$ cat src/cpu_pkg.sv
package cpu_pkg;

	// word and register geometry fixed by the ISA
	localparam int word_size = 16;
	localparam int reg_count = 4;
	localparam int reg_addr_size = $clog2(reg_count);

	// opcodes, instruction bits 15:12
	localparam logic [3:0] op_bne = 4'd0;
	localparam logic [3:0] op_beq = 4'd1;
	localparam logic [3:0] op_bgz = 4'd2;
	localparam logic [3:0] op_blz = 4'd3;
	localparam logic [3:0] op_adi = 4'd4;
	localparam logic [3:0] op_ori = 4'd5;
	localparam logic [3:0] op_lhi = 4'd6;
	localparam logic [3:0] op_lwd = 4'd7;
	localparam logic [3:0] op_swd = 4'd8;
	localparam logic [3:0] op_jmp = 4'd9;
	localparam logic [3:0] op_jal = 4'd10;
	localparam logic [3:0] op_rtype = 4'd15;

	// function codes for op_rtype, instruction bits 5:0
	localparam logic [5:0] fn_add = 6'd0;
	localparam logic [5:0] fn_sub = 6'd1;
	localparam logic [5:0] fn_and = 6'd2;
	localparam logic [5:0] fn_orr = 6'd3;
	localparam logic [5:0] fn_not = 6'd4;
	localparam logic [5:0] fn_tcp = 6'd5;
	localparam logic [5:0] fn_shl = 6'd6;
	localparam logic [5:0] fn_shr = 6'd7;
	localparam logic [5:0] fn_jpr = 6'd25;
	localparam logic [5:0] fn_jrl = 6'd26;
	localparam logic [5:0] fn_wwd = 6'd28;
	localparam logic [5:0] fn_hlt = 6'd29;

	typedef enum logic [3:0] {
		alu_add,
		alu_sub,
		alu_and,
		alu_orr,
		alu_not,
		alu_tcp,
		alu_shl,
		alu_shr,
		alu_pass_a,
		alu_pass_b
	} alu_op_t;

	// next-pc source
	typedef enum logic [1:0] {
		pc_src_next,
		pc_src_offset,
		pc_src_jump,
		pc_src_reg
	} pc_src_t;

endpackage
$ cat src/register_file.sv
`timescale 1ns/1ps

module register_file (
	input  logic                              clk,
	input  logic                              rst_n,
	input  logic [cpu_pkg::reg_addr_size-1:0] rs,
	input  logic [cpu_pkg::reg_addr_size-1:0] rt,
	input  logic [cpu_pkg::reg_addr_size-1:0] wr_addr,
	input  logic [cpu_pkg::word_size-1:0]     wr_data,
	input  logic                              wr_en,
	output logic [cpu_pkg::word_size-1:0]     rs_data,
	output logic [cpu_pkg::word_size-1:0]     rt_data
);
	import cpu_pkg::*;

	logic [word_size-1:0] regs [reg_count];

	// asynchronous read ports
	assign rs_data = regs[rs];
	assign rt_data = regs[rt];

	always_ff @(posedge clk or negedge rst_n) begin
		if (!rst_n) begin
			for (int i = 0; i < reg_count; i++)
				regs[i] <= '0;
		end else if (wr_en) begin
			regs[wr_addr] <= wr_data;
		end
	end

	// a committing write must carry a fully resolved target and value
	a_write_known: assert property (@(posedge clk) disable iff (!rst_n)
		wr_en |-> !$isunknown({wr_addr, wr_data}))
		else $error("register write with unknown address or data");

endmodule

$ cat config.mk
export PLATFORM = sky130hd
export DESIGN_NAME = register_file
export DESIGN_NICKNAME = d
export VERILOG_FILES = /design/src/cpu_pkg.sv /design/src/register_file.sv
export SDC_FILE = /design/constraint.sdc
export NUM_CORES = 1
export LEC_CHECK = 0
export BUFFER_PORTS_ARGS = -buffer_cell sky130_fd_sc_hd__buf_4
export CAP_MARGIN = 10
export CORE_MARGIN = 3
export CORE_UTILIZATION = 52
export CTS_BUF_LIST = sky130_fd_sc_hd__clkbuf_4 sky130_fd_sc_hd__clkbuf_8
export DETAILED_ROUTE_END_ITERATION = 8
export PLACE_DENSITY = 0.78
export SLEW_MARGIN = 30
export SYNTH_ARGS = -nofsm -noshare
export SYNTH_HDL_FRONTEND = slang
export SYNTH_SLANG_ARGS = --single-unit
$ cat constraint.sdc
create_clock -name clk -period 0.9 [get_ports clk]
set_input_delay 0.045 -clock clk [delete_from_list [all_inputs] [get_ports clk]]
set_output_delay 0.045 -clock clk [all_outputs]
set_load 0.02 [all_outputs]
# Word level (Yosys, flattened, before mapping)
# Cells that the tools add are included.
# totals
ff_bits	64
latchBits	0
ram_bits	0
rom_bits	0
in_bits	25
word_cells	21
memories	0
# classes
addsub	0
multipliers	0
div_mod_pow	0
magnitude_cmp	4
n_eq_ne	0
n_shift	0
n_mux	9
bitwise_logic	3
reduce_logical	1
# op_table
operator	count
two-way mux 16 bit	5
binary-select mux 16 bit (select 2 bit)	2
bitwise mux 64 bit	1
demux 16 bit (select 2 bit)	1
greater-or-equal comparator 3 bit (second input constant)	3
NOT 2 -> 3 bit	3
less-than comparator 3 x 1 -> 1 bit (second input constant)	1
logical AND 1 bit	1

# Longest topological paths before layout
# logic_depth
depth_word	6
depth_mapped	3

# Worst setup path before layout
# No wires, ideal clock.
# synth_timing
path_kind	input to output
startpoint	in rs[0] (netlist name)
endpoint	out rs_data[10] (netlist name)
arrival_ns	1.077
slack_ns	-0.222
stages	3
path_buffers	2
path_cell_list	buf_2 -> buf_4 -> mux4_2
# synth_between
elab_chain_cells	4
# synth_rtl
item	line	text
start, declared	register_file.sv:6	input logic [cpu_pkg::reg_addr_size-1:0] rs,
NOT 2 -> 3 bit (implied by the code)	register_file.sv:19	assign rs_data = regs[rs];
binary-select mux 16 bit (select 2 bit)	register_file.sv:19	
two-way mux 16 bit (implied by the code) (2 in series)	register_file.sv:19	
end, declared	register_file.sv:11	output logic [cpu_pkg::word_size-1:0] rs_data,
# Every way passes these cells. The select of a mux whose other input is x is not followed.

# Final worst setup path
# layout_timing
startpoint	reg regs[11] (netlist name)
endpoint	out rs_data[11] (netlist name)
# layout_between
elab_chain_cells	3
# layout_rtl
item	line	text
start, declared	register_file.sv:16	logic [word_size-1:0] regs [reg_count];
start signal, assigned by index	register_file.sv:27	regs[wr_addr] <= wr_data;
binary-select mux 16 bit (select 2 bit)	register_file.sv:19	
two-way mux 16 bit (implied by the code) (2 in series)	register_file.sv:19	
# Every way passes these cells. The select of a mux whose other input is x is not followed.

==> summary.txt <==
Worst setup path
  – Worst r2r src: regs[11]
  – Crit path capture type: primary output
  – Crit path largest cell delay: 510 ps
  – Crit path launch: regs[11]
  – Crit-path slowest cell: mux4_2
  – Worst setup path end: rs_data[11]
  – Critical-path maximum fanout: 3
  – CP required: 850 ps
  – Worst path arrival time: 1400 ps
  – Worst setup SP type: register
  – Reg-to-reg endpoint: regs[11]
  – Largest delay share family, worst path: multiplexers
  – CP bufs+invs: 1
  – Worst Reg-to-Reg Cells: 3
  – Reg2Reg Setup Slack: -100 ps
  – Crit Path Class: reg2out
  – Cells along the critical path: mux4_2 -> buf_6
  – CP Depth: 2

Finish
  – Core Util, Final: 78.02%
  – Largest registers: regs: 64 flops
  – Nets: around 300
  – Largest Register: regs
  – Final instance area: ~4500 um2
  – Layout cell share with drive strength beyond 1: 70.65%
  – Largest register FFs: 64
  – Diodes inserted: 0
  – FILL cells: 312
  – Post-route insts no fill: 348
  – Synth-to-Final Area Change: 40.32%

Floorplanning
  – Die X: 84.13 um
  – Die Ht: 84.13 um
  – Initial core utilization: 55.60%
  – Core area: 5709 um2
  – Die ar.: a little over 7000 um2
  – # IOs: 57
  – Cell Rows: 27

Pwr
  – Clock power frac: between 20% and 30%
  – Power Total: 9.475 mW
  – Seq pwr share: 40.4%
  – P_int: 6.762 mW
  – Pleak: a little under 2 nW
  – NetSw: 2.713 mW
  – Pwr/cell area: 2127 nW/um2
  – Worst VDD drop: about 1500 uV
  – Gate power share: ~33%
  – Switching part of the total: between 20 and 30%

STA
  – Setup WS post-layout: -544.9 ps
  – Final Hold Viols: 0
  – Final Max Slew Viols: 0
  – Setup TNS: -16310 ps
  – Fmax: between 600 and 700 MHz
  – Tmin final: 1445 ps
  – Clk_skew: 0 ps
  – Final period utilization: 160.5%
  – Slew Limit Headroom: 77.70%
  – Final setup vio count: 33
  – Worst-margin pin slew: 334.5 ps
  – RSZ-0062 raised after global routing: true
  – Tightest hold margin: 260.2 ps

Synthesis
  – Synthesis-stage register bit count: 64
  – Yosys Warn Count: 0
  – Mapped Avg Cell Area: around 18 um2
  – Largest family of logic cells by synthesized area: multiplexers
  – Synthesized cell area: 3174 um2
  – Post-synthesis mux area share: a little under half
  – XOR/XNOR Fraction of Synth Area: 0%
  – Number of synthesized flops with an enable pin: 0
  – Post-synthesis simple-gate area fraction: 1.616%
  – Post-Synth Adder-Cell Area: 0%
  – Largest area contributor in the netlist: dfrtp_1
  – Yosys cell types: 11
  – Most frequent cells after synthesis: dfrtp_1 (64), mux2_2 (64), mux4_2 (32), buf_2 (5), buf_4 (3)
  – Synth area leaders: dfrtp_1 (50%), mux2_2 (23%), mux4_2 (23%)
  – Post-synthesis net count: 201
  – Share of the synthesized area in the top cell type: 50.45%
  – Complex-gate fraction of the synthesized area: 0%
  – Mapped Cells: 176
  – Register area share after synthesis: between 50% and 60%
  – Async S/R FF share, synth: 100.0%
  – Ys flop type: dfrtp_1

Clock network
  – H-Tree Depth: 3
  – Clock buffer depth: 2
  – CTS Buf Count: 9
  – Clock transition at path regs: ~70 ps
  – TritonCTS clock tree: done
  – Root Driver: clkbuf_8
  – Clk Latency, worst-skew pair: roughly 330 ps
  – Clock tree sinks: 64

Placed design
  – DP Worst Slack: -226.7 ps
  – Area after DPL: 3875 um2
  – IO buf count: 56
  – Placed Cells: 308
  – Placer Congestion: ~0.78
  – DP Wirelength: 5043 um

Run status
  – Failing checks: negative setup slack
  – Status: complete, but fails checks

GRT
  – GRT overflow: 0
  – Vias in the first global route: 2319
  – Largest net degree at the start of global routing: 65
  – Gr usage total: 21.97%
  – First-pass GRT wire length: 11930 um
  – Initial antenna violation count: 0

Min path
  – Worst hold path type: in2async

Detailed routing
  – Via density: just under 6
  – DRC: 0
  – WL/cell: roughly 21 um
  – Iteration count of the initial detailed-routing pass: 4
  – Vias post-DR: 2039
  – Final antenna-violating net count: 0
  – WL final: 7252 um
  – DRT iter0 DRCs: 72

Job
  – Max_cap viols: 0
-- per-layer routing --
layer  wire, um  global-route usage (%)  up-vias
met5          0                       0        -
met4         76                   7.749        0
met3        353                   5.594        7
met2       3827                   36.23       59
met1       2996                   28.50     1085
li1           -                       -      888
-- power by group through the flow --
| stage | Sequential (mW) | Combinational (mW) | Clock, mW |
|---|---|---|---|
| finish | 3.83 | 3.14 | 2.51 |
| floorplan | 3.72 | 1.71 | 0 |
| CTS | 3.82 | 3.09 | 2.55 |
| global route | 3.90 | 3.30 | 2.74 |
| global placement | 3.77 | 2.60 | 0 |
| detailed placement | 3.88 | 2.68 | 0 |
-- worst min-delay path by stage --
stage,slack [ps],depth (start not counted),endpoint,from
after floorplan,-250,0,regs[0],rst_n
after global placement,60,2,regs[56],rst_n
after detailed placement,70,2,regs[24],rst_n
after CTS,250,4,regs[7],wr_addr[0]
after global routing,270,4,regs[4],wr_addr[0]
final,260,3,regs[56],rst_n
-- timing repair --
item | 4_1_cts | 5_1_grt
endpoints found under the setup margin | 32 | 37
setup buffers | 4 | 3
cloned | 0 | 0
gates resized for setup | 33 | 7
hold buffers | 17 | 0
hold endpoints to repair | 128 | 0
-- area by class of cell --
type / instances / area, um2 / area share (%)
clock buffer: 11 / 151.4 / 3.399
clock inverter: 5 / 55.05 / 1.236
multi-input combinational: 100 / 1508 / 33.85
sequential: 64 / 1602 / 35.96
tap: 72 / 90.09 / 2.022
timing repair buffer: 96 / 1049 / 23.54
-- cell families (layout without fill, tap and decap cells) --
family	count (synthesis)	count (layout)
flip-flops	64	64
AND/OR/NAND/NOR	4	4
multiplexers	96	96
buffers and inverters	12	112
-- layout by cell type (no fill, tap or decap), drive strengths merged --
cell / netlist / layout
buf: 9 / 79
dlygate4sd3: 0 / 17
nor3b: 1 / 1
mux4: 32 / 32
dfrtp: 64 / 64
bufinv: 0 / 1
clkinvlp: 0 / 2
mux2: 64 / 64
nand3b: 2 / 2
nand3: 1 / 1
clkbuf: 3 / 11
clkinv: 0 / 2
-- worst min-delay path, delay by kind of cell --
| family | cells | cell delay, ps |
|---|---|---|
| buf+inv | 3 | 940 |
(Power assumes the default switching activity.)
