File: src/cpu_pkg.sv
package cpu_pkg;

	// word and register geometry fixed by the ISA
	localparam int word_size = 16;
	localparam int reg_count = 4;
	localparam int reg_addr_size = $clog2(reg_count);

	// opcodes, instruction bits 15:12
	localparam logic [3:0] op_bne = 4'd0;
	localparam logic [3:0] op_beq = 4'd1;
	localparam logic [3:0] op_bgz = 4'd2;
	localparam logic [3:0] op_blz = 4'd3;
	localparam logic [3:0] op_adi = 4'd4;
	localparam logic [3:0] op_ori = 4'd5;
	localparam logic [3:0] op_lhi = 4'd6;
	localparam logic [3:0] op_lwd = 4'd7;
	localparam logic [3:0] op_swd = 4'd8;
	localparam logic [3:0] op_jmp = 4'd9;
	localparam logic [3:0] op_jal = 4'd10;
	localparam logic [3:0] op_rtype = 4'd15;

	// function codes for op_rtype, instruction bits 5:0
	localparam logic [5:0] fn_add = 6'd0;
	localparam logic [5:0] fn_sub = 6'd1;
	localparam logic [5:0] fn_and = 6'd2;
	localparam logic [5:0] fn_orr = 6'd3;
	localparam logic [5:0] fn_not = 6'd4;
	localparam logic [5:0] fn_tcp = 6'd5;
	localparam logic [5:0] fn_shl = 6'd6;
	localparam logic [5:0] fn_shr = 6'd7;
	localparam logic [5:0] fn_jpr = 6'd25;
	localparam logic [5:0] fn_jrl = 6'd26;
	localparam logic [5:0] fn_wwd = 6'd28;
	localparam logic [5:0] fn_hlt = 6'd29;

	typedef enum logic [3:0] {
		alu_add,
		alu_sub,
		alu_and,
		alu_orr,
		alu_not,
		alu_tcp,
		alu_shl,
		alu_shr,
		alu_pass_a,
		alu_pass_b
	} alu_op_t;

	// next-pc source
	typedef enum logic [1:0] {
		pc_src_next,
		pc_src_offset,
		pc_src_jump,
		pc_src_reg
	} pc_src_t;

endpackage
File: src/control_unit.sv
`timescale 1ns/1ps

module control_unit (
	input  logic [cpu_pkg::word_size-1:0]     instruction,
	input  logic                              bcond,
	output logic [cpu_pkg::reg_addr_size-1:0] rs,
	output logic [cpu_pkg::reg_addr_size-1:0] rt,
	output logic [cpu_pkg::reg_addr_size-1:0] rd_sel,
	output logic [cpu_pkg::word_size-1:0]     imm_ext,
	output cpu_pkg::alu_op_t                  alu_op,
	output logic                              alu_src_imm,
	output logic                              reg_write,
	output logic                              mem_read,
	output logic                              mem_write,
	output logic                              mem_to_reg,
	output logic                              pc_to_reg,
	output logic                              is_wwd,
	output logic                              is_halt,
	output cpu_pkg::pc_src_t                  pc_src
);
	import cpu_pkg::*;

	logic [3:0]               opcode;
	logic [5:0]               func;
	logic [reg_addr_size-1:0] rd;
	logic [7:0]               imm8;
	logic [11:0]              target;

	assign opcode = instruction[15:12];
	assign rs     = instruction[11:10];
	assign rt     = instruction[9:8];
	assign rd     = instruction[7:6];
	assign func   = instruction[5:0];
	assign imm8   = instruction[7:0];
	assign target = instruction[11:0];

	always_comb begin
		// I-type defaults, anything unknown falls through as a no-op
		rd_sel      = rt;
		imm_ext     = {{(word_size-8){imm8[7]}}, imm8};
		alu_op      = alu_add;
		alu_src_imm = 1'b0;
		reg_write   = 1'b0;
		mem_read    = 1'b0;
		mem_write   = 1'b0;
		mem_to_reg  = 1'b0;
		pc_to_reg   = 1'b0;
		is_wwd      = 1'b0;
		is_halt     = 1'b0;
		pc_src      = pc_src_next;
		case (opcode)
			op_bne, op_beq, op_bgz, op_blz: begin
				alu_op = alu_sub;
				if (bcond)
					pc_src = pc_src_offset;
			end
			op_adi: begin
				alu_src_imm = 1'b1;
				reg_write   = 1'b1;
			end
			op_ori: begin
				imm_ext     = {{(word_size-8){1'b0}}, imm8};
				alu_op      = alu_orr;
				alu_src_imm = 1'b1;
				reg_write   = 1'b1;
			end
			op_lhi: begin
				imm_ext     = {imm8, 8'h00};
				alu_op      = alu_pass_b;
				alu_src_imm = 1'b1;
				reg_write   = 1'b1;
			end
			op_lwd: begin
				alu_src_imm = 1'b1;
				mem_read    = 1'b1;
				mem_to_reg  = 1'b1;
				reg_write   = 1'b1;
			end
			op_swd: begin
				alu_src_imm = 1'b1;
				mem_write   = 1'b1;
			end
			op_jmp: begin
				imm_ext = {4'b0000, target};
				pc_src  = pc_src_jump;
			end
			op_jal: begin
				imm_ext   = {4'b0000, target};
				pc_src    = pc_src_jump;
				rd_sel    = 2'd2;
				reg_write = 1'b1;
				pc_to_reg = 1'b1;
			end
			op_rtype: begin
				rd_sel = rd;
				case (func)
					fn_add: begin
						alu_op    = alu_add;
						reg_write = 1'b1;
					end
					fn_sub: begin
						alu_op    = alu_sub;
						reg_write = 1'b1;
					end
					fn_and: begin
						alu_op    = alu_and;
						reg_write = 1'b1;
					end
					fn_orr: begin
						alu_op    = alu_orr;
						reg_write = 1'b1;
					end
					fn_not: begin
						alu_op    = alu_not;
						reg_write = 1'b1;
					end
					fn_tcp: begin
						alu_op    = alu_tcp;
						reg_write = 1'b1;
					end
					fn_shl: begin
						alu_op    = alu_shl;
						reg_write = 1'b1;
					end
					fn_shr: begin
						alu_op    = alu_shr;
						reg_write = 1'b1;
					end
					fn_wwd: begin
						alu_op = alu_pass_a;
						is_wwd = 1'b1;
					end
					fn_jpr: begin
						alu_op = alu_pass_a;
						pc_src = pc_src_reg;
					end
					fn_jrl: begin
						alu_op    = alu_pass_a;
						pc_src    = pc_src_reg;
						rd_sel    = 2'd2;
						reg_write = 1'b1;
						pc_to_reg = 1'b1;
					end
					fn_hlt: is_halt = 1'b1;
					default: ;
				endcase
			end
			default: ;
		endcase
	end

endmodule

File: config.mk
export PLATFORM = sky130hd
export DESIGN_NAME = control_unit
export DESIGN_NICKNAME = d
export VERILOG_FILES = /design/src/cpu_pkg.sv /design/src/control_unit.sv
export SDC_FILE = /design/constraint.sdc
export NUM_CORES = 1
export LEC_CHECK = 0
export ABC_AREA = 0
export BUFFER_PORTS_ARGS = -buffer_cell sky130_fd_sc_hd__clkbuf_2
export CAP_MARGIN = 20
export CORE_UTILIZATION = 43
export DETAILED_ROUTE_END_ITERATION = 6
export PLACE_DENSITY = 0.88
export SLEW_MARGIN = 20
export SYNTH_ARGS = -nofsm -noshare
export SYNTH_HDL_FRONTEND = slang
export SYNTH_SLANG_ARGS = --single-unit
export TNS_END_PERCENT = 50
File: constraint.sdc
create_clock -name vclk -period 2.38
set_input_delay 0.357 -clock vclk [all_inputs]
set_output_delay 0.357 -clock vclk [all_outputs]
set_load 0.05 [all_outputs]
* Word-level counts from Yosys, hierarchy flattened
Index checks and enable logic that the tools add are counted.
** Operators by class
- Equality and inequality tests :: 22
- Multiplexer cells :: 19
- Reduce and logical (&&, ||, !) cells :: 9
** Operators by type and width (count)
- 16-bit one-hot mux with 3 select lines :: 1
- 4-bit one-hot mux with 8 select lines :: 1
- 6-bit by 3-bit == test with 1-bit output, second input constant :: 4
- 6-bit by 5-bit == test with 1-bit output, second input constant :: 4
- 4-bit by 3-bit == test with 1-bit output, second input constant :: 4
- 4-bit == test, second input constant :: 4
- 4-bit one-hot mux with 4 select lines :: 1
- 6-bit by 2-bit == test with 1-bit output, second input constant :: 2
- 1-bit 2-to-1 mux :: 10
- 5-bit OR reduction :: 2
- 9-bit OR reduction :: 1
- 4-bit by 2-bit == test with 1-bit output, second input constant :: 2
- 6-bit by 1-bit == test with 1-bit output, second input constant :: 1
- 6-bit logical NOT :: 1
- 2-bit one-hot mux with 3 select lines :: 1
- 4-bit by 1-bit == test with 1-bit output, second input constant :: 1
- 4-bit logical NOT :: 1
- 2-bit 2-to-1 mux :: 2
- 1-bit one-hot mux with 2 select lines :: 2
- 2-bit one-hot mux with 2 select lines :: 1
- 2-bit OR reduction :: 2
- 4-bit OR reduction :: 1
- 3-bit OR reduction :: 1
** Storage, ports and cells
- Flip-flop bits (word level) :: 0
- Logic and storage cells :: 50

* Logic depth before layout (Yosys ltp)
- Depth after elaboration :: 4
- Mapped depth :: 4
- Mapped depth without buffers :: 3

* Worst setup path before layout
OpenSTA, ideal clock, no wires.
- Kind :: input-to-output
- Start point :: input instruction[14] in the netlist's numbering
- End point :: output alu_src_imm
- Arrival time :: 1.728 ns
- Data required time :: 2.023 ns
- Path slack :: 0.295 ns
- Cell stages on the path :: 2
- Path buffers :: 0
- Path through :: nand2b_1 > o31ai_1
** Between the ends
- Longest elaborated chain between the ends :: 3
- Elaborated cells between the ends (all ways) :: 7
- Those cells by class :: eq/ne (5); mux (1); reduce/logical (1)
** RTL lines
- start: declaration :: line control_unit.sv:4 : input logic [cpu_pkg::word_size-1:0] instruction,
- 4-bit by 3-bit == test with 1-bit output or 4-bit == test (tied branches) :: line control_unit.sv:51 : case (opcode)
- 5-bit OR reduction (no line) (*)
- 1-bit 2-to-1 mux (*) :: line control_unit.sv:51
- end: declaration :: line control_unit.sv:11 : output logic alu_src_imm,
Every way passes the cells marked *; elsewhere a longest branch is shown, timed or not.

* Worst setup path in the final report
- Start point :: input instruction[14] in the netlist's numbering
- End point :: output rd_sel[0] in the netlist's numbering
** Between the ends
- Longest elaborated chain between the ends :: 2
- Elaborated cells between the ends (all ways) :: 3
- Those cells by class :: eq/ne (2); mux (1)
** RTL lines
- 4-bit == test :: line control_unit.sv:51
- 2-bit one-hot mux with 2 select lines (*) :: line control_unit.sv:51
- end: declaration :: line control_unit.sv:8 : output logic [cpu_pkg::reg_addr_size-1:0] rd_sel,
Marks and branches as above.

==> load_flow_metrics.sql <==
INSERT INTO impl_metrics (metric_group, metric, value, unit) VALUES
('detailed_routing', 'via_count', '799', ''),
('logic_synthesis', 'synth.avg_cell_area', '6.70', 'µm²'),
('floorplan', 'fp-row-count', '13', ''),
('floorplan', 'die_h', '39.5', 'µm'),
('placement', 'placedCellCount', '145', ''),
('logic_synthesis', 'yosys_warnings', '0', ''),
('worst_setup_path', 'timing_worst_setup_path_type', 'input pin to primary output', ''),
('final_layout', 'most_used_cells_in_the_layout_excluding_fill_and_tap_cells', '53 x sky130_fd_sc_hd__clkbuf_2, 15 x sky130_fd_sc_hd__nand2_1, 9 x sky130_fd_sc_hd__nor2_1', ''),
('placement', 'port_buffers', '53', ''),
('final_layout', 'ff_latch_area', '0', 'µm²'),
('sta', 'fin_setup_tns', '0', 'ns'),
('global_route', 'gr-usage-all-layers', '21.6', '%'),
('final_layout', 'antenna_cells_inserted', '0', ''),
('min_path', 'tightest_hold_check_type', 'input pin to primary output', ''),
('clock_network', 'cts.hold.buffers_added', '0', ''),
('pwr', 'power.ir.vdd_worst', '0.141', 'mV'),
('worst_setup_path', 'worst_ep_arrival', '1.65', 'ns'),
('global_route', 'via_count_of_the_first_global_routing_pass', '521', ''),
('detailed_routing', 'drc', '0', ''),
('placement', 'place.gp.congestion', '0.861', ''),
('pwr', 'power_density', '336', 'mW/mm²'),
('detailed_routing', 'ant_nets', '0', ''),
('worst_setup_path', 'worst_path_max_delay_cell', 'sky130_fd_sc_hd__or3_4', ''),
('final_layout', 'nFlopsAndLatches', '0', ''),
('global_route', 'maximum_number_of_pins_on_one_net_before_global_route_repair', '18', ''),
('sta', 'timing.final.crit_period', '2.00', 'ns'),
('floorplan', 'starting_density_of_the_core', '46.3', '%'),
('detailed_routing', 'wl_per_cell', '12.1', 'µm'),
('worst_setup_path', 'crit_top_cell', 'sky130_fd_sc_hd__clkbuf_2', ''),
('global_route', 'grt_remaining_overflow', '0', ''),
('clock_network', 'cts.repair.resized', '0', ''),
('final_layout', 'layout_commonest_cell', 'sky130_fd_sc_hd__clkbuf_2', ''),
('final_layout', 'nNetsFinal', '149', ''),
('min_path', 'hold_end', 'rs[1]', ''),
('worst_setup_path', 'critical_path_cell_list', 'clkbuf_2 -> nand2b_1 -> or3_4 -> a32o_1 -> clkbuf_2', ''),
('detailed_routing', 'detail_route.wirelength', '1.76', 'mm'),
('logic_synthesis', 'syn-instance-count', '90', ''),
('final_layout', 'post-route-util', '61.4', '%'),
('final_layout', 'drive_gt1_share', '49.2', '%'),
('sta', 'maxSlewHeadroom', '77.6', '%'),
('floorplan', 'die_area', '0.00156', 'mm²'),
('sta', 'grt_setup_unrepaired', 'false', ''),
('logic_synthesis', 'synth.net_count', '107', ''),
('worst_setup_path', 'critical_path_launch_point_type', 'input pin', ''),
('pwr', 'lkg_pwr', '0.421', 'nW'),
('final_layout', 'flow.area_growth_from_synthesis', '32.6', '%'),
('min_path', 'hold_critical_path_depth', '2', ''),
('final_layout', 'layoutNonFillerInstCount', '145', ''),
('job', 'max_cap_violations', '0', ''),
('logic_synthesis', 'synth.lib_cells_used.distinct', '39', ''),
('sta', 'maxClockFrequency', '499', 'MHz'),
('floorplan', 'io_pins', '53', ''),
('global_route', 'grt_pass1_wl', '2.42', 'mm'),
('detailed_routing', 'first_pass_iters', '4', ''),
('floorplan', 'die-width', '39.5', 'µm'),
('clock_network', 'postCtsSetupBuffers', '0', ''),
('detailed_routing', 'detail_route.vias_per_cell', '5.51', ''),
('final_layout', 'clock_buffers', '0', ''),
('sta', 'finalSetupViolations', '0', ''),
('worst_setup_path', 'critical_path_required', '2.02', 'ns'),
('placement', 'place_hpwl', '1.37', 'mm'),
('logic_synthesis', 'post_synth_instance_area', '603', 'µm²'),
('global_route', 'antenna_found_initial', '0', ''),
('min_path', 'hold_path.startpoint', 'instruction[11]', ''),
('worst_setup_path', 'critical-path-max-stage-delay', '0.37', 'ns'),
('floorplan', 'fp.coreArea', '0.00130', 'mm²'),
('worst_setup_path', 'timing.critical_path.to_type', 'primary output', ''),
('worst_setup_path', 'path_max_fanout', '12', ''),
('pwr', 'power.total', '0.269', 'mW'),
('detailed_routing', 'drt_iter0_drc', '10', ''),
('logic_synthesis', 'fraction_of_the_yosys_area_taken_by_sequential_cells', '0', '%'),
('run_status', 'outcome', 'finished, final reports clean', ''),
('sta', 'worst-slew-pin-transition', '0.336', 'ns'),
('sta', 'final_hold_viol_count', '0', ''),
('sta', 'timing_max_transition_violations_final', '0', ''),
('sta', 'fin_crit_sh', '84.1', '%');
==> worst max path at each step <==
stage	cells after the start	to	slack (ns)	startpoint
detailed placement	5	rd_sel[0]	0.39	instruction[14]
global route	5	rd_sel[0]	0.31	instruction[14]
floorplan	2	alu_src_imm	0.29	instruction[14]
finish	5	rd_sel[0]	0.38	instruction[14]
CTS	5	rd_sel[0]	0.39	instruction[14]
global placement	5	rd_sel[0]	0.43	instruction[14]
==> metal layers <==
| metal | routed length [µm] | part of all wire, % | up-vias | GRT usage (%) |
|---|---|---|---|---|
| met5 | 0 | 0 | - | 0 |
| met4 | 0 | 0 | 0 | 0 |
| met3 | 92 | 5.2 | 0 | 0.568 |
| met2 | 841 | 48 | 31 | 38.1 |
| met1 | 826 | 47 | 371 | 30.3 |
| li1 | - | - | 397 | - |
==> power by group <==
group	leakage, nW	total, mW	internal (mW)	switching (mW)
sequential	0	0	0	0
combinational	0.421	0.269	0.0616	0.207
clock	0	0	0	0
total	0.421	0.269	0.0616	0.207
==> kinds of logic (layout without fill, tap and decap cells) <==
logic type | after synthesis | in the layout | share of synthesized area, %
buffers and inverters | 16 | 56 | 16.4
xor gates and xnor gates | 5 | 5 | 8.51
AOI/OAI and AO/OA | 21 | 21 | 28.0
and+or+nand+nor | 48 | 48 | 47.1
==> critical path: cells and delay by family <==
kind / cells / cell delay, ns
AND/OR/NAND/NOR: 2 / 0.62
buffers and inverters: 2 / 0.40
AO/OA/AOI/OAI: 1 / 0.25
==> cell type report <==
| class | count | area [µm²] |
|---|---|---|
| inverter | 3 | 11.3 |
| fill | 149 | 502 |
| tap | 15 | 18.8 |
| timing repair buffer | 53 | 265 |
| multi-input combinational | 74 | 504 |
==> stage by stage <==
stage                     hold slack [ns]  area [µm²]  setup slack [ns]
after floorplan                     0.881         603             0.295
after global placement               1.03         800             0.432
after detailed placement             1.03         800             0.390
after CTS                            1.03         800             0.390
after global routing                 1.04         800             0.305
final                                1.03         800             0.377
==> cells in the mapped netlist, drive strengths merged, types with 3 or more instances <==
cell | n | share of area, %
clkbuf | 3 | 1.9
buf | 10 | 13
xnor2 | 3 | 4.4
nor2b | 7 | 7.3
a32oi | 4 | 5.8
inv | 3 | 1.9
o21ai | 5 | 4.8
nor2 | 9 | 5.6
nand2 | 16 | 11
Power figures use the tool's default switching activity.
